==> src/verilog/lq_pkg.sv <==
package lq_pkg;

    // lanes and queue depths
    localparam int lq_ways     = 4;
    localparam int lq_entries  = 16;
    localparam int sq_entries  = 16;
    localparam int rob_entries = 32;
    localparam int prf_entries = 64;

    // data cache address split, tag above set above offset
    localparam int tag_bits    = 8;
    localparam int set_bits    = 5;
    localparam int offset_bits = 3;

    typedef logic [$clog2(rob_entries)-1:0] rob_idx_t;
    typedef logic [$clog2(prf_entries)-1:0] prf_idx_t;
    typedef logic [$clog2(lq_entries)-1:0]  lq_idx_t;
    typedef logic [$clog2(sq_entries)-1:0]  sq_idx_t;

    // one extra bit so a full queue reads 16
    typedef logic [$clog2(lq_entries):0]    lq_count_t;

    typedef logic [tag_bits+set_bits+offset_bits-1:0] addr_t;
    typedef logic [31:0] data_t;

    // access size
    typedef logic [1:0] mem_size_t;

    localparam mem_size_t size_byte   = 2'd0;
    localparam mem_size_t size_half   = 2'd1;
    localparam mem_size_t size_word   = 2'd2;
    localparam mem_size_t size_double = 2'd3;

endpackage

==> src/verilog/rr_arbiter.sv <==
`timescale 1ns/1ps

module rr_arbiter (
    input  logic                          clock,
    input  logic                          arst_n,
    input  logic [lq_pkg::lq_entries-1:0] req,
    output logic [lq_pkg::lq_entries-1:0] gnt
);
    import lq_pkg::*;

    lq_idx_t ptr;
    lq_idx_t win;
    lq_idx_t idx;

    // walk down so the request nearest the pointer is kept
    always_comb begin
        gnt = '0;
        win = ptr;
        idx = ptr;
        for (int k = lq_entries - 1; k >= 0; k--) begin
            idx = ptr + lq_idx_t'(k);
            if (req[idx]) begin
                gnt = '0;
                gnt[idx] = 1'b1;
                win = idx;
            end
        end
    end

    // next search starts just past the winner
    always_ff @(posedge clock or negedge arst_n) begin
        if (!arst_n) begin
            ptr <= '0;
        end else if (|req) begin
            ptr <= win + 1'b1;
        end
    end

endmodule

==> config.mk <==
export PLATFORM = sky130hd
export DESIGN_NAME = rr_arbiter
export DESIGN_NICKNAME = d
export VERILOG_FILES = /design/src/verilog/lq_pkg.sv /design/src/verilog/rr_arbiter.sv
export SDC_FILE = /design/constraint.sdc
export NUM_CORES = 1
export LEC_CHECK = 0
export BUFFER_PORTS_ARGS = -buffer_cell sky130_fd_sc_hd__buf_4
export CAP_MARGIN = 20
export CORE_ASPECT_RATIO = 1.75
export CORE_MARGIN = 1
export CORE_UTILIZATION = 65
export DETAILED_ROUTE_END_ITERATION = 7
export HOLD_SLACK_MARGIN = 0.05
export PLACE_DENSITY = 0.91
export SETUP_SLACK_MARGIN = 0.3
export SLEW_MARGIN = 15
export SYNTH_ARGS = -nofsm -noshare
export SYNTH_HDL_FRONTEND = slang
export SYNTH_SLANG_ARGS = --single-unit
==> constraint.sdc <==
create_clock -name clock -period 7.55 [get_ports clock]
set_clock_uncertainty 0.15 [all_clocks]
set_input_delay 1.1325 -clock clock [delete_from_list [all_inputs] [get_ports clock]]
set_output_delay 1.1325 -clock clock [all_outputs]
set_load 0.02 [all_outputs]
==> flow_summary.toml, run 1 <==
[global_route]
grt.total_usage = 0.731
grt_pass1_wl_um = 51900
grt_pass1_vias = 8647
gr-total-overflow = 63
grt_max_degree = 52

[synthesis]
ys_async_sr_fraction = 1.00
yosysUniqueCellTypes = 75
yosysTopAreaCell = "nand2_1"
syn_nets = 937
yosysMostFrequentCell = "nand2_1"
yosys_warnings = 0
ys_ff_latch = 4
synth_top_area_frac = 0.0944
synth_common_cells = "nand2_1, a21oi_1, nor2_1"
synthTopCellsByArea = "nand2_1, mux4_2, a21oi_1, mux2i_1, nand3_1"
synthCells = 905
synth_ff_type = "dfrtp_1"
avgSynthCellArea_sq_um = 6.46
syn_area_sq_um = 5840
synth_edf_count = 0
yosysSeqAreaShare = 0.0171

[clock_tree]
cts_sinks = 4
cts_max_path_buffers = 2
hold_buffers = 0
cts_setup_buffers = 0
htreeDepth = 1
numCtsBuffers = 3
cts_resized = 0
clock_tree.root_cell = "clkbuf_16"

[status]
stop_stage = "5_1_grt"
outcome = "did not finish"
error_line = "[ERROR GRT-0116] Global routing finished with congestion. Check the congestion regions in the DRC Viewer."

[floorplanning]
die_x_um = 73.7
num_io_pins = 34
dieHeight_um = 127
rows = 45
start_util = 0.670

[place]
place_congestion = 1.16
portBuffers = 33
dpl.hpwl_um = 21300
-- cell families after synthesis --
kind of cell | count (synthesis) | synth area share
xor gates and xnor gates | 18 | 0.0321
buffers and inverters | 102 | 0.0775
and+or+nand+nor | 369 | 0.287
adders and majority gates | 14 | 0.0300
DFF | 4 | 0.0171
AOI/OAI and AO/OA | 321 | 0.367
muxes | 77 | 0.189
-- routing by layer --
| metal | GRT usage | overflow |
|---|---|---|
| met2 | 0.904 | 26 |
| met1 | 0.772 | 1 |
| met5 | 0.0351 | 0 |
| met3 | 0.483 | 0 |
| met4 | 0.762 | 36 |
-- stage by stage --
step / instances / hold WS [ps] / setup WS [ps] / instance area [sq um]
2_1_floorplan: 905 / 687 / 1940 / 5840
3_3_place_gp: 1001 / 471 / 1770 / 6120
3_5_place_dp: 1001 / 479 / 1620 / 6120
4_1_cts: 1005 / 494 / 1340 / 6200
==> run 2, diff against run 1 <==
- CORE_ASPECT_RATIO: 1.75 -> default
- CORE_UTILIZATION: 65 -> 40
- HOLD_SLACK_MARGIN: 0.05 -> default
- PLACE_DENSITY: 0.91 -> default
- PLACE_DENSITY_LB_ADDON: default -> 0.15
- SETUP_SLACK_MARGIN: 0.3 -> default
==> flow_summary.toml, run 2 <==
[floorplanning]
num_io_pins = 34
core_sq_um = 14000
dieHeight_um = 123
die_area_sq_um = 15100
rows = 43
start_util = 0.416
die_x_um = 123

[clock_tree]
cts_resized = 0
cts_max_path_buffers = 2
htreeDepth = 1
clk_latency_ps = 230
numCtsBuffers = 3
cts_setup_buffers = 0
cts_tree = "yes"
clk_pin_slew_ps = 30
clock_tree.root_cell = "clkbuf_16"
hold_buffers = 0
cts_sinks = 4

[setup_path]
crit_buf_inv = 4
crit_path_cell_trace = "buf_4, clkinv_1, buf_4, ha_2, mux4_2, mux2i_1, mux2_2, nand2_1, a2111oi_0, a2111oi_0, a221oi_1, o211ai_1, a22oi_1, buf_4"
cp-end-kind = "output pin"
max_stage_delay_ps = 690
crit_fanout = 26
crit_type = "reg2out"
crit_arrival_ps = 5310
cp-start-kind = "register"
path_delay_family = "multiplexers"
crit_required_ps = 6270
critPathSlowestCell = "ha_2"
cpMostUsedCell = "buf_4"

[cells_and_area]
nets = 920
largest_reg_flops = 4
syn_to_final_growth_pct = 7.39
insertedDiodeCount = 0
top_register = "ptr"
final_core_util = 0.447
drive_above_1_share = 0.148
layout_commonest_cell = "nand2_1"
layout_common_cells = "nand2_1, a21oi_1, nor2_1, buf_4, nand3_1"
reg_top3 = "ptr: 4 flops"

[synthesis]
synth_ff_type = "dfrtp_1"
syn_nets = 937
yosysTopAreaCell = "nand2_1"
synthTopCellsByArea = "nand2_1, mux4_2, a21oi_1, mux2i_1, nand3_1"
yosys_warnings = 0
yosysMostFrequentCell = "nand2_1"
synthSimpleGateAreaFrac = 0.287
synthAdderAreaFrac = 0.0300
synth_compound_area_frac = 0.367
avgSynthCellArea_sq_um = 6.46
ys_async_sr_fraction = 1.00
synth_top_area_frac = 0.0944
synthCells = 905
yosysUniqueCellTypes = 75
muxShareOfSynthArea = 0.189
synth_xor_area_frac = 0.0321
synth_common_cells = "nand2_1, a21oi_1, nor2_1"
synth_edf_count = 0
synth_top_family_by_area = "compound AO/OA/AOI/OAI gates"
yosysSeqAreaShare = 0.0171
syn_area_sq_um = 5840
ys_ff_latch = 4

[global_route]
grt_pass1_vias = 7657
grt_pass1_wl_um = 47600
antenna_found_initial = 0
gr-total-overflow = 0
grt.total_usage = 0.426
grt_max_degree = 46

[place]
dpl.hpwl_um = 20900
portBuffers = 33
place_congestion = 1.06

[sta]
period_share = 0.874
setup_tns_ps = 0
rsz0062_at_grt = "false"
fmax_ghz = 0.152
setup_viol = 0
fin_crit_ps = 6600
tightest_slew_ps = 1160
max-slew-margin-rel = 0.205
drv_slew = 0
hold_viol = 0

[route]
vias = 8332
drtIter0Drc = 1829
drc = 5
routed_via_density = 7.81
dr.pass1.iters = 8
routed_wl_um = 31600
wl_per_cell_um = 29.6
antenna_left = 0

[flow_run]
maxCapViolCount = 0

[status]
outcome = "finished with violations"
violations = "DRC"

[min_path]
hp-class = "reg2reg"
-- run 2: metal layers --
layer  vias to the layer above  part of all wire  GRT usage
met2                       847              0.42      0.632
met1                      3820              0.36      0.553
met4                         0             0.067      0.227
met5                         -                 0          0
li1                       3455                 -          -
met3                       210              0.15      0.122
-- run 2: path summary, 6_finish.rpt --
kind / start / cells past startpoint / end / slack [ps]
min reg2reg: ptr[0]$_DFFE_PN0P_ / 2 / ptr[0]$_DFFE_PN0P_ / 510
max: ptr[1]$_DFFE_PN0P_ / 14 / gnt[11] / 950
max reg2reg: ptr[1]$_DFFE_PN0P_ / 16 / ptr[2]$_DFFE_PN0P_ / 2030
min in group asynchronous: arst_n / 1 / ptr[0]$_DFFE_PN0P_ / 540
max in group asynchronous: arst_n / 1 / ptr[0]$_DFFE_PN0P_ / 6600
min: ptr[0]$_DFFE_PN0P_ / 2 / ptr[0]$_DFFE_PN0P_ / 510
-- run 2: cells by family (layout without fill, tap and decap cells) --
group                    after synthesis  in the layout
adder cells (fa/ha/maj)               14             14
multiplexers                          77             77
flip-flops                             4              4
AND/OR/NAND/NOR                      369            369
XOR/XNOR                              18             18
AO/OA/AOI/OAI                        321            321
buffers and inverters                102             84
-- run 2: metrics by stage --
stage               instances  area [sq um]  hold WS, ps  setup slack [ps]
floorplan                 905          5840          687              1940
global placement         1062          6190          508              1480
detailed placement       1062          6190          509              1360
CTS                      1066          6270          518              1110
global route             1067          6280          539               687
finish                   1067          6280          511               953
-- run 2: cell type report --
class	count	area (sq um)
multi-input combinational	799	5310
fill	1478	7770
tap	180	225
sequential	4	101
inverter	11	41.3
clock buffer	4	78.8
timing repair buffer	69	518
-- run 2: worst min-delay path, cell delays in order (launching register included) --
cell and delay, ps:
dfrtp_2 350, inv_1 110, xnor2_1 160
Power of run 2 is left out: the tool's default activity adds up to more than one toggle a clock period on the data nets, which glitch-free logic cannot reach.
