### config.mk
export PLATFORM = sky130hd
export DESIGN_NAME = lq_alloc
export DESIGN_NICKNAME = d
export VERILOG_FILES = /design/src/verilog/lq_pkg.sv /design/src/verilog/lq_alloc.sv
export SDC_FILE = /design/constraint.sdc
export NUM_CORES = 1
export LEC_CHECK = 0
export ABC_CLOCK_PERIOD_IN_PS = 8500
export BUFFER_PORTS_ARGS = -buffer_cell sky130_fd_sc_hd__buf_2
export CAP_MARGIN = 10
export CELL_PAD_IN_SITES_DETAIL_PLACEMENT = 1
export CELL_PAD_IN_SITES_GLOBAL_PLACEMENT = 2
export CORE_MARGIN = 2
export CORE_UTILIZATION = 25
export DETAILED_ROUTE_END_ITERATION = 6
export PLACE_DENSITY_LB_ADDON = 0.1
export SLEW_MARGIN = 20
export SYNTH_ARGS = -nofsm -noshare
export SYNTH_HDL_FRONTEND = slang
export SYNTH_SLANG_ARGS = --single-unit
export TNS_END_PERCENT = 1
### constraint.sdc
create_clock -name vclk -period 8.5
set_input_delay 1.7 -clock vclk [all_inputs]
set_output_delay 1.7 -clock vclk [all_outputs]
set_load 0.01 [all_outputs]
### src/verilog/lq_pkg.sv
package lq_pkg;

    // lanes and queue depths
    localparam int lq_ways     = 4;
    localparam int lq_entries  = 16;
    localparam int sq_entries  = 16;
    localparam int rob_entries = 32;
    localparam int prf_entries = 64;

    // data cache address split, tag above set above offset
    localparam int tag_bits    = 8;
    localparam int set_bits    = 5;
    localparam int offset_bits = 3;

    typedef logic [$clog2(rob_entries)-1:0] rob_idx_t;
    typedef logic [$clog2(prf_entries)-1:0] prf_idx_t;
    typedef logic [$clog2(lq_entries)-1:0]  lq_idx_t;
    typedef logic [$clog2(sq_entries)-1:0]  sq_idx_t;

    // one extra bit so a full queue reads 16
    typedef logic [$clog2(lq_entries):0]    lq_count_t;

    typedef logic [tag_bits+set_bits+offset_bits-1:0] addr_t;
    typedef logic [31:0] data_t;

    // access size
    typedef logic [1:0] mem_size_t;

    localparam mem_size_t size_byte   = 2'd0;
    localparam mem_size_t size_half   = 2'd1;
    localparam mem_size_t size_word   = 2'd2;
    localparam mem_size_t size_double = 2'd3;

endpackage

### src/verilog/lq_alloc.sv
`timescale 1ns/1ps

module lq_alloc (
    input  logic [lq_pkg::lq_entries-1:0]                    free_mask,
    input  logic [lq_pkg::lq_ways-1:0]                       ld_en,
    input  lq_pkg::mem_size_t [lq_pkg::lq_ways-1:0]          ld_size,
    input  lq_pkg::rob_idx_t  [lq_pkg::lq_ways-1:0]          ld_rob_idx,
    input  lq_pkg::prf_idx_t  [lq_pkg::lq_ways-1:0]          ld_prf_idx,
    input  lq_pkg::sq_idx_t   [lq_pkg::lq_ways-1:0]          ld_sq_tail,
    output logic [lq_pkg::lq_entries-1:0]                    alloc_mask,
    output lq_pkg::mem_size_t [lq_pkg::lq_entries-1:0]       alloc_size,
    output lq_pkg::rob_idx_t  [lq_pkg::lq_entries-1:0]       alloc_rob_idx,
    output lq_pkg::prf_idx_t  [lq_pkg::lq_entries-1:0]       alloc_prf_idx,
    output lq_pkg::sq_idx_t   [lq_pkg::lq_entries-1:0]       alloc_sq_tail
);
    import lq_pkg::*;

    logic [lq_entries-1:0] avail;
    logic [lq_entries-1:0] pick;

    always_comb begin
        avail         = free_mask;
        pick          = '0;
        alloc_mask    = '0;
        alloc_size    = '0;
        alloc_rob_idx = '0;
        alloc_prf_idx = '0;
        alloc_sq_tail = '0;
        for (int w = 0; w < lq_ways; w++) begin
            pick = '0;
            if (ld_en[w]) begin
                if (w % 2 == 0) begin
                    // even lanes take the lowest free entry
                    for (int i = lq_entries - 1; i >= 0; i--) begin
                        if (avail[i]) begin
                            pick    = '0;
                            pick[i] = 1'b1;
                        end
                    end
                end else begin
                    // odd lanes take the highest
                    for (int i = 0; i < lq_entries; i++) begin
                        if (avail[i]) begin
                            pick    = '0;
                            pick[i] = 1'b1;
                        end
                    end
                end
            end
            avail      = avail & ~pick;
            alloc_mask = alloc_mask | pick;
            for (int i = 0; i < lq_entries; i++) begin
                if (pick[i]) begin
                    alloc_size[i]    = ld_size[w];
                    alloc_rob_idx[i] = ld_rob_idx[w];
                    alloc_prf_idx[i] = ld_prf_idx[w];
                    alloc_sq_tail[i] = ld_sq_tail[w];
                end
            end
        end
    end

endmodule

==> results.txt, run 1 <==
Yosys warning count - 0
First-pass iteration count of the detailed router - 6
Crit-path leading delay family - simple AND/OR/NAND/NOR gates
Dpl hpwl - 43700 um
Register share of total power - 0%
Adder-cell share of the synthesized area - 0.129%
Net Sw Frac - 71.6%
Ports - 376
Slowest cell on crit path - or4b_1
Hold WC Path Type - primary input to primary output
Share of the synthesized area in the top cell type - 23.1%
Crit-path cells - buf_2 -> or4b_1 -> or4_4 -> a21oi_4 -> nand3_1 -> or3_1 -> a21oi_1 -> o2111a_1 -> a21oi_2 -> nor2_2 -> buf_12 -> nand2_1 -> o21ai_0 -> buf_2
Final Slew Violations - 0
Pwr dens - 37.3 nW/um^2
Worst Setup Start Kind - primary input
Number of cells on the critical path - 14
Simple-Gate Fraction of Synth Area - 17.1%
Req. time, crit path - 6.80 ns
Ant. Diodes - 0
Design Power - 0.382 mW
Post-synthesis mux area share - 0%
Worst path bufs/invs - 3
Vias per cell - 7.02
Yosys cell types - 69
GRT met3 Usage - 5.52%
Switching pwr - 0.273 mW
GRT met1 Usage - 47.6%
Post-synthesis sequential area ratio - 0%
Static Leakage - 4.76 nW
Slew headroom - 39.1%
Grt total ovfl - 0
CP most frequent cell - buf_2
RSZ-0062 raised after global routing - false
Top-count cell post-synth - a22o_1
Starting DRT DRC Count - 1792
Core Region - 30600 um^2
Clock share of power - 0%
Buffers on Ports - 376
Total track usage - 34.6%
GR peak layer - met2
Most frequent cells after synthesis - a22o_1 (205), clkbuf_1 (160), a221o_1 (120), a21oi_1 (104), o21ai_0 (95)
Overall die width - 180 um
Final sequential cell count - 0
Largest net degree at the start of global routing - 55
Synth area leader - a22o_1
Nets@finish - 1527
Die ar. - 32500 um^2
Post-synthesis compound-gate area fraction - 70.7%
Final hold viol count - 0
Die Y - 180 um
Xor/xnor share of the synthesized area - 0%
Hold_buf cts - 0
Pre-CTS setup slack - 0.367 ns
Share of cells above drive strength 1 - 35.8%
Fin Setup TNS - 0 ns
Main combinational cell family by area after synthesis - compound AO/OA/AOI/OAI gates
Status - finished clean
CLK BUF - 0
DRT antenna net count - 0
Mapped Area - 7780 um^2
Kind of end point of the critical path - primary output
DRC viols - 0
Register Area - 0 um^2
Setup CP Type - primary input to primary output
Worst hold path depth - 4
Avg WL per Cell - 32.6 um
Critical path's largest stage delay - 0.68 ns
Initial core utilization - 25.4%
Fmax - 123 MHz
Crit share post-route - 95.4%
Syn_nets - 1269
Cells taking the most area after synthesis - a22o_1 (23%), a221o_1 (15%), clkbuf_1 (7.7%), a21oi_1 (6.7%), a222oi_1 (6.4%)
Number of global-route vias before repair - 12.8k
MaxCap Viol Count - 0
First-pass GRT wire length - 88200 um
Period minus WS final - 8.11 ns
Internal - 0.108 mW
WL final - 59800 um
Mean Syn Cell Area - 6.59 um^2
Layout area overhead - 31.5%
GP Congestion - 0.916
Vias - 12.9k
GR Layer Usage met2 - 54.9%
Logic pwr share - 100.0%
Worst-path maximum fanout - 15
Setup ws final - 0.392 ns
Initial antenna violation count - 0
Crit path DAT - 6.41 ns
Worst slew pin tran - 0.909 ns
Std cell rows - 64
Setup violators final - 0
Synth Instances - 1181
Max IR drop VDD - 18.3 uV
cell type report:
class                           instances  area, um^2
Timing Repair Buffer                  470        2640
Multi-Input combinational cell        937        6980
Fill cell                            3922       20400
Inverter                               30         113
Tap cell                              396         495
cells by family (layout without fill, tap and decap cells):
family | after synthesis | in the layout
compound gates | 705 | 705
simple gates | 231 | 231
buf+inv | 244 | 500
fa+ha+maj | 1 | 1
final timing paths:
check / from / endpoint / slack (ns)
max: free_mask[2] / alloc_prf_idx[60] / 0.39
min: ld_prf_idx[19] / alloc_prf_idx[67] / 3.84
power by group through the flow:
| stage | Combinational [mW] | Sequential, mW | Clock (mW) |
|---|---|---|---|
| after floorplan | 0.199 | 0 | 0 |
| after global placement | 0.368 | 0 | 0 |
| after CTS | 0.370 | 0 | 0 |
| final | 0.382 | 0 | 0 |
| after detailed placement | 0.369 | 0 | 0 |
| after global routing | 0.399 | 0 | 0 |
per-stage QoR:
stage	area (um^2)	util [%]	instances	hold slack [ns]
4_1_cts	10200	33.4	1832	3.84
5_1_grt	10200	33.4	1833	3.87
3_5_place_dp	10200	33.4	1832	3.84
3_3_place_gp	10200	33.3	1832	3.83
2_1_floorplan	7780	-	1181	3.57
6_report	10200	33.4	1833	3.84
cells in the final DEF, fill, tap and decap left out, types with 4 or more instances in the layout:
| cell | Yosys | final |
|---|---|---|
| a21oi_1 | 104 | 104 |
| a221o_1 | 120 | 120 |
| a221oi_1 | 12 | 12 |
| a222oi_1 | 50 | 50 |
| a22o_1 | 205 | 205 |
| a31oi_1 | 4 | 4 |
| a32o_1 | 6 | 6 |
| and2_1 | 6 | 6 |
| and3_1 | 21 | 21 |
| buf_12 | 0 | 4 |
| buf_2 | 11 | 376 |
| buf_4 | 3 | 90 |
| inv_1 | 29 | 29 |
| nand2_1 | 38 | 38 |
| nand3_1 | 10 | 10 |
| nand4_1 | 25 | 25 |
| nor2_1 | 38 | 38 |
| nor3_1 | 32 | 18 |
| nor3_2 | 1 | 13 |
| nor3_4 | 2 | 4 |
| nor4_1 | 9 | 5 |
| nor4_2 | 2 | 6 |
| o21ai_0 | 95 | 95 |
| o21ai_1 | 21 | 21 |
| o31ai_1 | 53 | 53 |
| or2_2 | 5 | 5 |
| or3_1 | 8 | 8 |
| or4_1 | 10 | 10 |
what timing repair did:
| item | CTS | global route |
|---|---|---|
| setup endpoints to repair | 0 | 7 |
| resized for setup | 0 | 1 |
| buffers inserted | 0 | 1 |
| endpoints found under the hold margin | 0 | 0 |
per-layer routing:
layer	up-vias	routed length [um]
li1	5477	-
met1	6335	25200
met2	919	26500
met3	144	5900
met4	0	2240
met5	-	0
worst min-delay path: cells and delay by family:
| family | cells | cell delay [ns] |
|---|---|---|
| buffers and inverters | 2 | 0.32 |
| AND/OR/NAND/NOR | 2 | 0.12 |
Power figures use the tool's default switching activity.
==> run 2, diff against run 1 <==
--- a/config.mk
+++ b/config.mk
@@ -6,13 +6,13 @@
 export NUM_CORES = 1
 export LEC_CHECK = 0
 export ABC_CLOCK_PERIOD_IN_PS = 8500
-export BUFFER_PORTS_ARGS = -buffer_cell sky130_fd_sc_hd__buf_2
 export CAP_MARGIN = 10
 export CELL_PAD_IN_SITES_DETAIL_PLACEMENT = 1
 export CELL_PAD_IN_SITES_GLOBAL_PLACEMENT = 2
 export CORE_MARGIN = 2
-export CORE_UTILIZATION = 25
+export CORE_UTILIZATION = 34
 export DETAILED_ROUTE_END_ITERATION = 6
+export DONT_BUFFER_PORTS = 1
 export PLACE_DENSITY_LB_ADDON = 0.1
 export SLEW_MARGIN = 20
 export SYNTH_ARGS = -nofsm -noshare
==> run 2 against run 1 <==
- the run now ends with DRC left
- wire length fell by 9.2%
- sequential share of layout area did not move
- global-route usage rose by 7.3 points
- final cell count fell by 20%
- non-clock buffer count fell by 261
- core utilization rose by 6.7 points
- design area fell by 11%
- flip-flop and latch count did not move
- worst hold slack got worse by 0.30 ns
- critical path depth rose by 1
- die area fell by 26%
- largest cell class unchanged
- largest power group unchanged
==> results.txt, run 2 (synthesized netlist as in run 1, its figures left out) <==
Status - finished, violations left
Failing checks - DRC
Layout area overhead - 16.5%
Fin Setup TNS - 0 ns
Initial core utilization - 34.5%
Pre-CTS setup slack - 0.171 ns
Share of cells above drive strength 1 - 22.0%
DRC viols - 16
WL final - 54300 um
Final Slew Violations - 0
GP Congestion - 1.01
Fmax - 122 MHz
Crit share post-route - 96.8%
Vias - 12.0k
DRT antenna net count - 0
Final hold viol count - 0
Worst slew pin tran - 1.03 ns
First-pass iteration count of the detailed router - 7
Worst-path maximum fanout - 28
Slew headroom - 30.8%
Vias per cell - 8.24
Avg WL per Cell - 37.2 um
Hold Slack - 3.54 ns
Total track usage - 41.9%
Die ar. - 24100 um^2
Number of global-route vias before repair - 11.5k
Commonest non-fill, non-tap cell in the layout - buf_4
Grt total ovfl - 0
Final sequential cell count - 0
Register Area - 0 um^2
Postcts setup bufs - 0
Pwr dens - 24.8 nW/um^2
Dpl hpwl - 38400 um
Largest net degree at the start of global routing - 55
MaxCap Viol Count - 0
First-pass GRT wire length - 78300 um
Crit path DAT - 6.53 ns
Starting DRT DRC Count - 2103
Worst Hold Launch - ld_sq_tail[15]
Setup CP Type - primary input to primary output
Buffers on Ports - 0
Req. time, crit path - 6.80 ns
CLK BUF - 0
Setup violators final - 0
Post-CTS sizing - 0
Hold Path End - alloc_sq_tail[47]
Initial antenna violation count - 0
Hold WC Path Type - primary input to primary output
Kind of end point of the critical path - primary output
Max IR drop VDD - 12.6 uV
Period minus WS final - 8.23 ns
Die Y - 155 um
Std cell rows - 55
Ant. Diodes - 0
Worst Setup Start Kind - primary input
Setup ws final - 0.275 ns
Hold_buf cts - 0
RSZ-0062 raised after global routing - false
Nets@finish - 1266
Most frequent cells in the layout - buf_4 (209), a22o_1 (205), a221o_1 (120)
Overall die width - 155 um
Ports - 376
Core Region - 22600 um^2
Static Leakage - 3.47 nW
Worst hold path depth - 2
==> run 2: layout make-up <==
type | instances | area (um^2)
Multi-Input combinational cell | 937 | 7020
Timing Repair Buffer | 209 | 1570
Fill cell | 2862 | 13500
Tap cell | 285 | 357
Inverter | 30 | 113
==> run 2: power breakdown <==
part | total [mW] | leakage, nW | switching, mW | internal, mW
Sequential | 0 | 0 | 0 | 0
Clock | 0 | 0 | 0 | 0
Combinational | 0.225 | 3.47 | 0.136 | 0.0887
Total | 0.225 | 3.47 | 0.136 | 0.0887
==> run 2: per-layer routing <==
layer  global-route usage [%]  share of wire (%)
met2                     66.3                 44
met1                     55.5                 39
met5                        0                  0
met3                     8.19                 12
met4                     17.7                5.2
==> run 2: worst max path at each step <==
stage,from,end
floorplan,free_mask[0],alloc_prf_idx[10]
global placement,free_mask[0],alloc_size[17]
detailed placement,free_mask[0],alloc_size[17]
CTS,free_mask[0],alloc_size[17]
global route,free_mask[0],alloc_prf_idx[48]
finish,free_mask[0],alloc_prf_idx[43]
==> run 2: stage by stage <==
step           util (%)  power [mW]  area, um^2  instances
6_report           40.1       0.225        9060       1461
5_1_grt            40.1       0.238        9060       1461
4_1_cts            40.0       0.220        9040       1461
3_5_place_dp       40.0       0.220        9040       1461
3_3_place_gp       40.0       0.220        9040       1461
2_1_floorplan         -       0.199        7780       1181
==> run 2: critical path, stage by stage <==
cell	delay, ns
or4b_1	0.71
or4_4	0.64
a21oi_4	0.28
nand3_1	0.23
buf_4	0.25
o21a_1	0.28
a21oi_1	0.31
o2111a_2	0.44
a21oi_2	0.15
nor2_2	0.34
buf_4	0.30
nand3_1	0.13
buf_4	0.23
o21ai_0	0.31
buf_4	0.19
