[src/verilog/lq_pkg.sv]
package lq_pkg;

    // lanes and queue depths
    localparam int lq_ways     = 4;
    localparam int lq_entries  = 16;
    localparam int sq_entries  = 16;
    localparam int rob_entries = 32;
    localparam int prf_entries = 64;

    // data cache address split, tag above set above offset
    localparam int tag_bits    = 8;
    localparam int set_bits    = 5;
    localparam int offset_bits = 3;

    typedef logic [$clog2(rob_entries)-1:0] rob_idx_t;
    typedef logic [$clog2(prf_entries)-1:0] prf_idx_t;
    typedef logic [$clog2(lq_entries)-1:0]  lq_idx_t;
    typedef logic [$clog2(sq_entries)-1:0]  sq_idx_t;

    // one extra bit so a full queue reads 16
    typedef logic [$clog2(lq_entries):0]    lq_count_t;

    typedef logic [tag_bits+set_bits+offset_bits-1:0] addr_t;
    typedef logic [31:0] data_t;

    // access size
    typedef logic [1:0] mem_size_t;

    localparam mem_size_t size_byte   = 2'd0;
    localparam mem_size_t size_half   = 2'd1;
    localparam mem_size_t size_word   = 2'd2;
    localparam mem_size_t size_double = 2'd3;

endpackage

[src/verilog/lq_ifs.sv]


// per-entry load state out, search results back
interface ld_probe_if;
    import lq_pkg::*;

    logic      [lq_entries-1:0] occupied;
    logic      [lq_entries-1:0] addr_ready;
    addr_t     [lq_entries-1:0] addr;
    mem_size_t [lq_entries-1:0] size;
    sq_idx_t   [lq_entries-1:0] sq_tail;
    logic      [lq_entries-1:0] fwd_mask;
    data_t     [lq_entries-1:0] fwd_data;
    logic      [lq_entries-1:0] ready_mask;

    modport owner (
        output occupied, addr_ready, addr, size, sq_tail,
        input  fwd_mask, fwd_data, ready_mask
    );
    modport search (
        input  occupied, addr_ready, addr, size, sq_tail,
        output fwd_mask, fwd_data, ready_mask
    );
endinterface

[src/verilog/lq_entry_array.sv]
`timescale 1ns/1ps

module lq_entry_array (
    input  logic                                        clock,
    input  logic                                        arst_n,
    input  logic                                        except,
    input  logic [lq_pkg::lq_ways-1:0]                  agu_valid,
    input  lq_pkg::rob_idx_t  [lq_pkg::lq_ways-1:0]     agu_rob_idx,
    input  lq_pkg::addr_t     [lq_pkg::lq_ways-1:0]     agu_addr,
    input  logic [lq_pkg::lq_entries-1:0]               alloc_mask,
    input  lq_pkg::mem_size_t [lq_pkg::lq_entries-1:0] alloc_size,
    input  lq_pkg::rob_idx_t  [lq_pkg::lq_entries-1:0] alloc_rob_idx,
    input  lq_pkg::prf_idx_t  [lq_pkg::lq_entries-1:0] alloc_prf_idx,
    input  lq_pkg::sq_idx_t   [lq_pkg::lq_entries-1:0] alloc_sq_tail,
    input  logic [lq_pkg::lq_entries-1:0]               cache_gnt,
    input  logic                                        dc_hit,
    input  lq_pkg::data_t                               dc_data,
    input  logic [lq_pkg::lq_entries-1:0]               cdb_gnt,
    ld_probe_if.owner                                   probe,
    output logic [lq_pkg::lq_entries-1:0]               free_mask,
    output lq_pkg::lq_count_t                           lq_free_count,
    output logic [lq_pkg::tag_bits-1:0]                 rd_tag,
    output logic [lq_pkg::set_bits-1:0]                 rd_set,
    output logic [lq_pkg::offset_bits-1:0]              rd_offset,
    output lq_pkg::mem_size_t                           rd_size,
    output lq_pkg::data_t                               cdb_data,
    output lq_pkg::prf_idx_t                            cdb_prf_idx,
    output lq_pkg::rob_idx_t                            cdb_rob_idx,
    output logic [lq_pkg::lq_entries-1:0]               done_mask
);
    import lq_pkg::*;

    logic      [lq_entries-1:0] valid_r;
    logic      [lq_entries-1:0] addr_ready_r;
    logic      [lq_entries-1:0] done_r;
    addr_t     [lq_entries-1:0] addr_r;
    mem_size_t [lq_entries-1:0] size_r;
    rob_idx_t  [lq_entries-1:0] rob_r;
    prf_idx_t  [lq_entries-1:0] prf_r;
    sq_idx_t   [lq_entries-1:0] tail_r;
    data_t     [lq_entries-1:0] data_r;
    logic      [lq_entries-1:0] agu_hit;
    addr_t     [lq_entries-1:0] agu_sel;
    logic      [lq_entries-1:0] fill;
    data_t     [lq_entries-1:0] fill_data;
    logic      [lq_entries-1:0] free_next;
    lq_count_t                  free_cnt;
    addr_t                      rd_addr;

    // address capture by rob index, only while still waiting
    always_comb begin
        agu_hit = '0;
        agu_sel = '0;
        for (int i = 0; i < lq_entries; i++) begin
            for (int w = 0; w < lq_ways; w++) begin
                if (valid_r[i] && !addr_ready_r[i] && agu_valid[w] &&
                    agu_rob_idx[w] == rob_r[i]) begin
                    agu_hit[i] = 1'b1;
                    agu_sel[i] = agu_addr[w];
                end
            end
        end
    end

    // forwarded data wins over a cache hit
    always_comb begin
        for (int i = 0; i < lq_entries; i++) begin
            fill[i]      = probe.fwd_mask[i] || (cache_gnt[i] && dc_hit);
            fill_data[i] = probe.fwd_mask[i] ? probe.fwd_data[i] : dc_data;
        end
    end

    always_ff @(posedge clock or negedge arst_n) begin
        if (!arst_n) begin
            valid_r      <= '0;
            addr_ready_r <= '0;
            done_r       <= '0;
        end else if (except) begin
            valid_r      <= '0;
            addr_ready_r <= '0;
            done_r       <= '0;
        end else begin
            valid_r      <= (valid_r & ~cdb_gnt) | alloc_mask;
            addr_ready_r <= (addr_ready_r | agu_hit) & ~cdb_gnt & ~alloc_mask;
            done_r       <= (done_r | fill) & ~cdb_gnt & ~alloc_mask;
        end
    end

    always_ff @(posedge clock) begin
        for (int i = 0; i < lq_entries; i++) begin
            if (alloc_mask[i]) begin
                size_r[i] <= alloc_size[i];
                rob_r[i]  <= alloc_rob_idx[i];
                prf_r[i]  <= alloc_prf_idx[i];
                tail_r[i] <= alloc_sq_tail[i];
            end
            if (agu_hit[i]) begin
                addr_r[i] <= agu_sel[i];
            end
            if (fill[i]) begin
                data_r[i] <= fill_data[i];
            end
        end
    end

    // free count seen by dispatch, zero below one full group
    always_comb begin
        free_next = except ? '1 : ((~valid_r) | cdb_gnt) & ~alloc_mask;
        free_cnt  = '0;
        for (int i = 0; i < lq_entries; i++) begin
            free_cnt = free_cnt + lq_count_t'(free_next[i]);
        end
    end

    always_ff @(posedge clock or negedge arst_n) begin
        if (!arst_n) begin
            lq_free_count <= lq_count_t'(lq_entries);
        end else begin
            lq_free_count <= (free_cnt < lq_ways) ? '0 : free_cnt;
        end
    end

    // one-hot grants select the read and bus fields
    always_comb begin
        rd_addr     = '0;
        rd_size     = '0;
        cdb_data    = '0;
        cdb_prf_idx = '0;
        cdb_rob_idx = '0;
        for (int i = 0; i < lq_entries; i++) begin
            if (cache_gnt[i]) begin
                rd_addr = addr_r[i];
                rd_size = size_r[i];
            end
            if (cdb_gnt[i]) begin
                cdb_data    = data_r[i];
                cdb_prf_idx = prf_r[i];
                cdb_rob_idx = rob_r[i];
            end
        end
    end

    assign {rd_tag, rd_set, rd_offset} = rd_addr;
    assign free_mask = ~valid_r;
    assign done_mask = done_r;

    // finished entries drop out of the search
    assign probe.occupied   = valid_r & ~done_r;
    assign probe.addr_ready = addr_ready_r;
    assign probe.addr       = addr_r;
    assign probe.size       = size_r;
    assign probe.sq_tail    = tail_r;

endmodule

[src/flat_wrapper.sv]
// flat-port wrapper written by rule: the top's interface ports become plain ports
module lq_entry_array_flat import lq_pkg::*;
  (clock, arst_n, except, agu_valid, agu_rob_idx, agu_addr, alloc_mask, alloc_size, alloc_rob_idx, alloc_prf_idx, alloc_sq_tail, cache_gnt, dc_hit, dc_data, cdb_gnt, free_mask, lq_free_count, rd_tag, rd_set, rd_offset, rd_size, cdb_data, cdb_prf_idx, cdb_rob_idx, done_mask, probe_occupied, probe_addr_ready, probe_addr, probe_size, probe_sq_tail, probe_fwd_mask, probe_fwd_data, probe_ready_mask);
  ld_probe_if probe_i ();
  input  logic clock;
  input  logic arst_n;
  input  logic except;
  input  logic [lq_pkg::lq_ways-1:0] agu_valid;
  input  lq_pkg::rob_idx_t  [lq_pkg::lq_ways-1:0] agu_rob_idx;
  input  lq_pkg::addr_t     [lq_pkg::lq_ways-1:0] agu_addr;
  input  logic [lq_pkg::lq_entries-1:0] alloc_mask;
  input  lq_pkg::mem_size_t [lq_pkg::lq_entries-1:0] alloc_size;
  input  lq_pkg::rob_idx_t  [lq_pkg::lq_entries-1:0] alloc_rob_idx;
  input  lq_pkg::prf_idx_t  [lq_pkg::lq_entries-1:0] alloc_prf_idx;
  input  lq_pkg::sq_idx_t   [lq_pkg::lq_entries-1:0] alloc_sq_tail;
  input  logic [lq_pkg::lq_entries-1:0] cache_gnt;
  input  logic dc_hit;
  input  lq_pkg::data_t dc_data;
  input  logic [lq_pkg::lq_entries-1:0] cdb_gnt;
  output logic [lq_pkg::lq_entries-1:0] free_mask;
  output lq_pkg::lq_count_t lq_free_count;
  output logic [lq_pkg::tag_bits-1:0] rd_tag;
  output logic [lq_pkg::set_bits-1:0] rd_set;
  output logic [lq_pkg::offset_bits-1:0] rd_offset;
  output lq_pkg::mem_size_t rd_size;
  output lq_pkg::data_t cdb_data;
  output lq_pkg::prf_idx_t cdb_prf_idx;
  output lq_pkg::rob_idx_t cdb_rob_idx;
  output logic [lq_pkg::lq_entries-1:0] done_mask;
  output wire logic [$bits(probe_i.occupied)-1:0] probe_occupied;
  output wire logic [$bits(probe_i.addr_ready)-1:0] probe_addr_ready;
  output wire logic [$bits(probe_i.addr)-1:0] probe_addr;
  output wire logic [$bits(probe_i.size)-1:0] probe_size;
  output wire logic [$bits(probe_i.sq_tail)-1:0] probe_sq_tail;
  input wire logic [$bits(probe_i.fwd_mask)-1:0] probe_fwd_mask;
  input wire logic [$bits(probe_i.fwd_data)-1:0] probe_fwd_data;
  input wire logic [$bits(probe_i.ready_mask)-1:0] probe_ready_mask;
  assign probe_occupied = probe_i.occupied;
  assign probe_addr_ready = probe_i.addr_ready;
  assign probe_addr = probe_i.addr;
  assign probe_size = probe_i.size;
  assign probe_sq_tail = probe_i.sq_tail;
  assign probe_i.fwd_mask = probe_fwd_mask;
  assign probe_i.fwd_data = probe_fwd_data;
  assign probe_i.ready_mask = probe_ready_mask;
  lq_entry_array u_core (.clock(clock), .arst_n(arst_n), .except(except), .agu_valid(agu_valid), .agu_rob_idx(agu_rob_idx), .agu_addr(agu_addr), .alloc_mask(alloc_mask), .alloc_size(alloc_size), .alloc_rob_idx(alloc_rob_idx), .alloc_prf_idx(alloc_prf_idx), .alloc_sq_tail(alloc_sq_tail), .cache_gnt(cache_gnt), .dc_hit(dc_hit), .dc_data(dc_data), .cdb_gnt(cdb_gnt), .probe(probe_i), .free_mask(free_mask), .lq_free_count(lq_free_count), .rd_tag(rd_tag), .rd_set(rd_set), .rd_offset(rd_offset), .rd_size(rd_size), .cdb_data(cdb_data), .cdb_prf_idx(cdb_prf_idx), .cdb_rob_idx(cdb_rob_idx), .done_mask(done_mask));
endmodule
[config.mk]
export PLATFORM = sky130hd
export DESIGN_NAME = lq_entry_array_flat
export DESIGN_NICKNAME = d
export VERILOG_FILES = /design/src/verilog/lq_pkg.sv /design/src/verilog/lq_ifs.sv /design/src/verilog/lq_entry_array.sv /design/src/flat_wrapper.sv
export SDC_FILE = /design/constraint.sdc
export NUM_CORES = 2
export LEC_CHECK = 0
export ABC_CLOCK_PERIOD_IN_PS = 4100
export BUFFER_PORTS_ARGS = -buffer_cell sky130_fd_sc_hd__buf_2
export CAP_MARGIN = 20
export CORE_AREA = 8 8 569 571
export DETAILED_ROUTE_END_ITERATION = 10
export DIE_AREA = 0 0 577 579
export GPL_ROUTABILITY_DRIVEN = 0
export PLACE_DENSITY_LB_ADDON = 0.15
export SLEW_MARGIN = 20
export SYNTH_ARGS = -nofsm -noshare
export SYNTH_HDL_FRONTEND = slang
export SYNTH_SLANG_ARGS = --single-unit
export TNS_END_PERCENT = 30
[constraint.sdc]
create_clock -name clock -period 4.1 [get_ports clock]
set_input_delay 0.615 -clock clock [delete_from_list [all_inputs] [get_ports clock]]
set_output_delay 0.615 -clock clock [all_outputs]
set_load 0.01 [all_outputs]
==> run summary <==
Routing usage on met1: 0.298
Setup CP Type: register to register
Max stage delay cell, worst path: fa_2
Die span in y: 579 um
Arr. time, crit path: 5140 ps
CTS tree: built
Worst Hold Class: input pin to register
Final instance count without filler cells: 10977
Net Sw Frac: 0.296
Synth area leader: edfxtp_1
Clk slew on worst S/H paths: 60 ps
Sequential area share after synthesis: 0.547
Fin. Hold Viols: 0
CP Depth: 16
Vias in the first global route: 55105
CTS sink count: 1093
Chip width: 577 um
Crit path max-delay family: adder cells
Hold_ws: 81.6 ps
H-tree depth: 4
Syn nets: 5948
Yosys top cell area share: 0.525
Synthesis-to-finish area growth: 36.3%
GRT overflow: 0
Longest Clk Path Bufs: 4
Pre-antenna DRT Iters: 10
Slew headroom: 0.281
Final HPWL DP: 352000 um
Die Footprint: 0.334 sq mm
Post-synthesis mux area share: 0.122
Yosys reg bits: 1093
Adder-cell share of the synthesized area: 0.00442
Core ar.: 0.314 sq mm
Root Driver: clkbuf_16
Sequential Power Share: 0.418
DR iter-0 viols: 6942
Layout net count: 7662
Leading cell type in the layout, fill and taps excluded: buf_2
Placed cells: 10359
FMAX: 0.227 GHz
Global-route wire length before repair: 566000 um
Highest-count cells in the layout ignoring fill and taps: buf_2 (1449), edfxtp_1 (1040), mux2_2 (523)
Fin crit share: 1.08
Pwr/cell area: 408 mW/mm^2
Via Count: 55090
Logic pwr share: 0.173
Crit-path max cell delay: 570 ps
Int Power: 23300 uW
DR WL/cell: 40.5 um
Total Wirelength: 445000 um
Final WS setup: -315 ps
Final antenna-violating net count: 0
Hold Crit Depth: 2
Async SR Flop Fraction: 0.0485
Max Cap Violations: 0
Post-DR vias/cell: 5.02
Worst ir drop on vdd: 0.337 mV
Placement Setup Slack: -885 ps
Skew final: 47.2 ps
Static Leak: 0.0325 uW
Buffers plus inverters on the worst setup path: 3
Post-Syn Instances: 4945
Critical-path cell list: inv_1, nor2_1, o21bai_1, ha_1, fa_1, buf_12, fa_2, fa_1, inv_1, fa_1, fa_2, fa_2, nor2b_1, o21a_1, nor3_2, nor2_1
Launching element type of the critical path: register
RSZ-0062 raised after global routing: true
Final setup vio count: 5
GRT Util Overall: 0.253
Synth unique cells: 81
GR Util met2: 0.443
Simple-gate area share of the yosys netlist: 0.0734
FP Rows: 206
Fraction of the mapped netlist area in compound gates: 0.157
Post-synthesis cell area: 0.0595 sq mm
Filler Cell Count: 33350
Net Switching: 9790 uW
Busiest grt layer: met2
IO Port Bufs: 1453
Max FO, Critical Path: 2
Crit end category: register
Synth Area in XOR/XNOR: 0.0474
Top Ports: 1470
Worst-margin pin slew: 1050 ps
Layout cells sized above 1: 0.399
CP required: 4830 ps
DRC viols: 0
EDFF count, synth: 1040
Synth warn: 0
Clock latency on the worst-skew pair: 820 ps
Initial core utilization: 0.190
Pin count of the biggest net entering global routing: 89
Status: finished with violations
R2r worst-path depth: 16
Largest family of logic cells by synthesized area: compound AO/OA/AOI/OAI gates
GR Layer Usage met3: 0.0490
Initial antenna violation count: 155
Most used DFF post-synth: edfxtp_1
Cts bufs inserted: 151
Final slew viol count: 0
Top cells by area, synth: edfxtp_1 (52%), mux2_2 (9.9%), clkbuf_1 (2.7%), a22oi_1 (2.5%), xor2_1 (2.4%)
Mean post-synth cell area: 12.0 sq um
Failing checks: setup timing
Period minus WS final: 4410 ps
Clock power share: 0.409
kinds of logic after synthesis:
family,Yosys count
compound gates,1305
flops,1093
simple gates,881
buf+inv,667
mux,662
xor+xnor,322
fa+ha+maj,15
power groups by stage:
stage          clock network (uW)  registers (uW)  logic [uW]
2_1_floorplan                   0           13700        2380
3_3_place_gp                    0           14000        5430
3_5_place_dp                    0           14000        5410
4_1_cts                     13900           13800        5740
5_1_grt                     14200           13900        5940
6_report                    13500           13800        5710
per-stage QoR:
step,total power (uW),TNS [ps],cell area (sq um),util
2_1_floorplan,16100,-1480,59500,-
3_3_place_gp,19500,-5260,73000,0.232
3_5_place_dp,19500,-5380,73000,0.233
4_1_cts,33500,-1280,80900,0.258
5_1_grt,34000,-2160,81000,0.258
6_report,33100,-950,81100,0.258
worst register-to-register path, stage by stage (launching register included):
cell and delay, ps:
dfrtp_1 370, inv_1 70, nor2_1 50, o21bai_1 190
ha_1 280, fa_1 510, buf_12 170, fa_2 580
fa_1 420, inv_1 80, fa_1 420, fa_2 370
fa_2 380, nor2b_1 130, o21a_1 170, nor3_2 60
nor2_1 100
synthesized netlist by cell type (23+ instances only):
cell      count
nand3_1      62
a222oi_1     94
o211a_1      38
buf_2        74
o21ai_0     244
mux2_2      523
a211oi_1     33
inv_1        75
a21o_1       47
nand4_1      53
clkbuf_1    425
o22ai_1     144
xnor2_1     156
xor2_1      166
nand2b_1     42
nor4_1       34
nand2_1     178
o221ai_1     43
a22oi_1     195
buf_1        36
buf_6        24
edfxtp_1   1040
nor3_1      129
o31ai_1      39
o21ai_1      57
dfrtp_1      52
nor2_1      262
a221oi_1     85
o311a_1      36
a21oi_1     108
mux2i_1     139
o211ai_1     23
o21a_1       33
flip-flops by register name (all words and copies together) (netlist names):
name / flops
u_core.probe.sq_tail: 64
u_core.valid_r: 16
u_core.probe.size: 32
u_core.probe.addr: 256
u_core.done_mask: 16
u_core.probe.addr_ready: 16
u_core.lq_free_count: 5
u_core.data_r: 512
u_core.prf_r: 96
u_core.rob_r: 80
layer usage:
metal  wire [um]  up-vias  share of wire
met1      170000    28137           0.38
met3       31900      789          0.072
met2      218000     3468           0.49
met4       24800       42          0.056
met5         268        -        0.00060
li1            -    22654              -
final timing paths:
path / end / slack [ps] / from
min reg2reg: u_core.probe.addr_ready[15]$_DFF_PN0_ / 510 / u_core.probe.addr_ready[15]$_DFF_PN0_
max: u_core.lq_free_count[1]$_DFF_PN0_ / -310 / u_core.valid_r[1]$_DFF_PN0_
min: u_core.data_r[446]$_DFFE_PP_ / 80 / probe_fwd_data[446]
max in group asynchronous: u_core.valid_r[3]$_DFF_PN0_ / 2420 / arst_n
min in group asynchronous: u_core.probe.addr_ready[9]$_DFF_PN0_ / 560 / arst_n
max reg2reg: u_core.lq_free_count[1]$_DFF_PN0_ / -310 / u_core.valid_r[1]$_DFF_PN0_
timing repair:
action,in CTS,in global routing
gates cloned,0,0
endpoints found under the hold margin,325,0
endpoints found under the setup margin,33,20
resized for setup,11,5
hold buffers,297,0
pin swaps,3,4
buffers inserted,7,3
layout make-up:
class	instances	area, sq um	area share
clock inverter	82	903	0.0111
tap	4160	5200	0.0642
timing repair buffer	2148	13700	0.169
sequential	1093	32600	0.401
inverter	80	305	0.00376
antenna	48	120	0.00148
clock buffer	181	3990	0.0492
multi-input combinational	3185	24300	0.300
(Power assumes the default switching activity.)
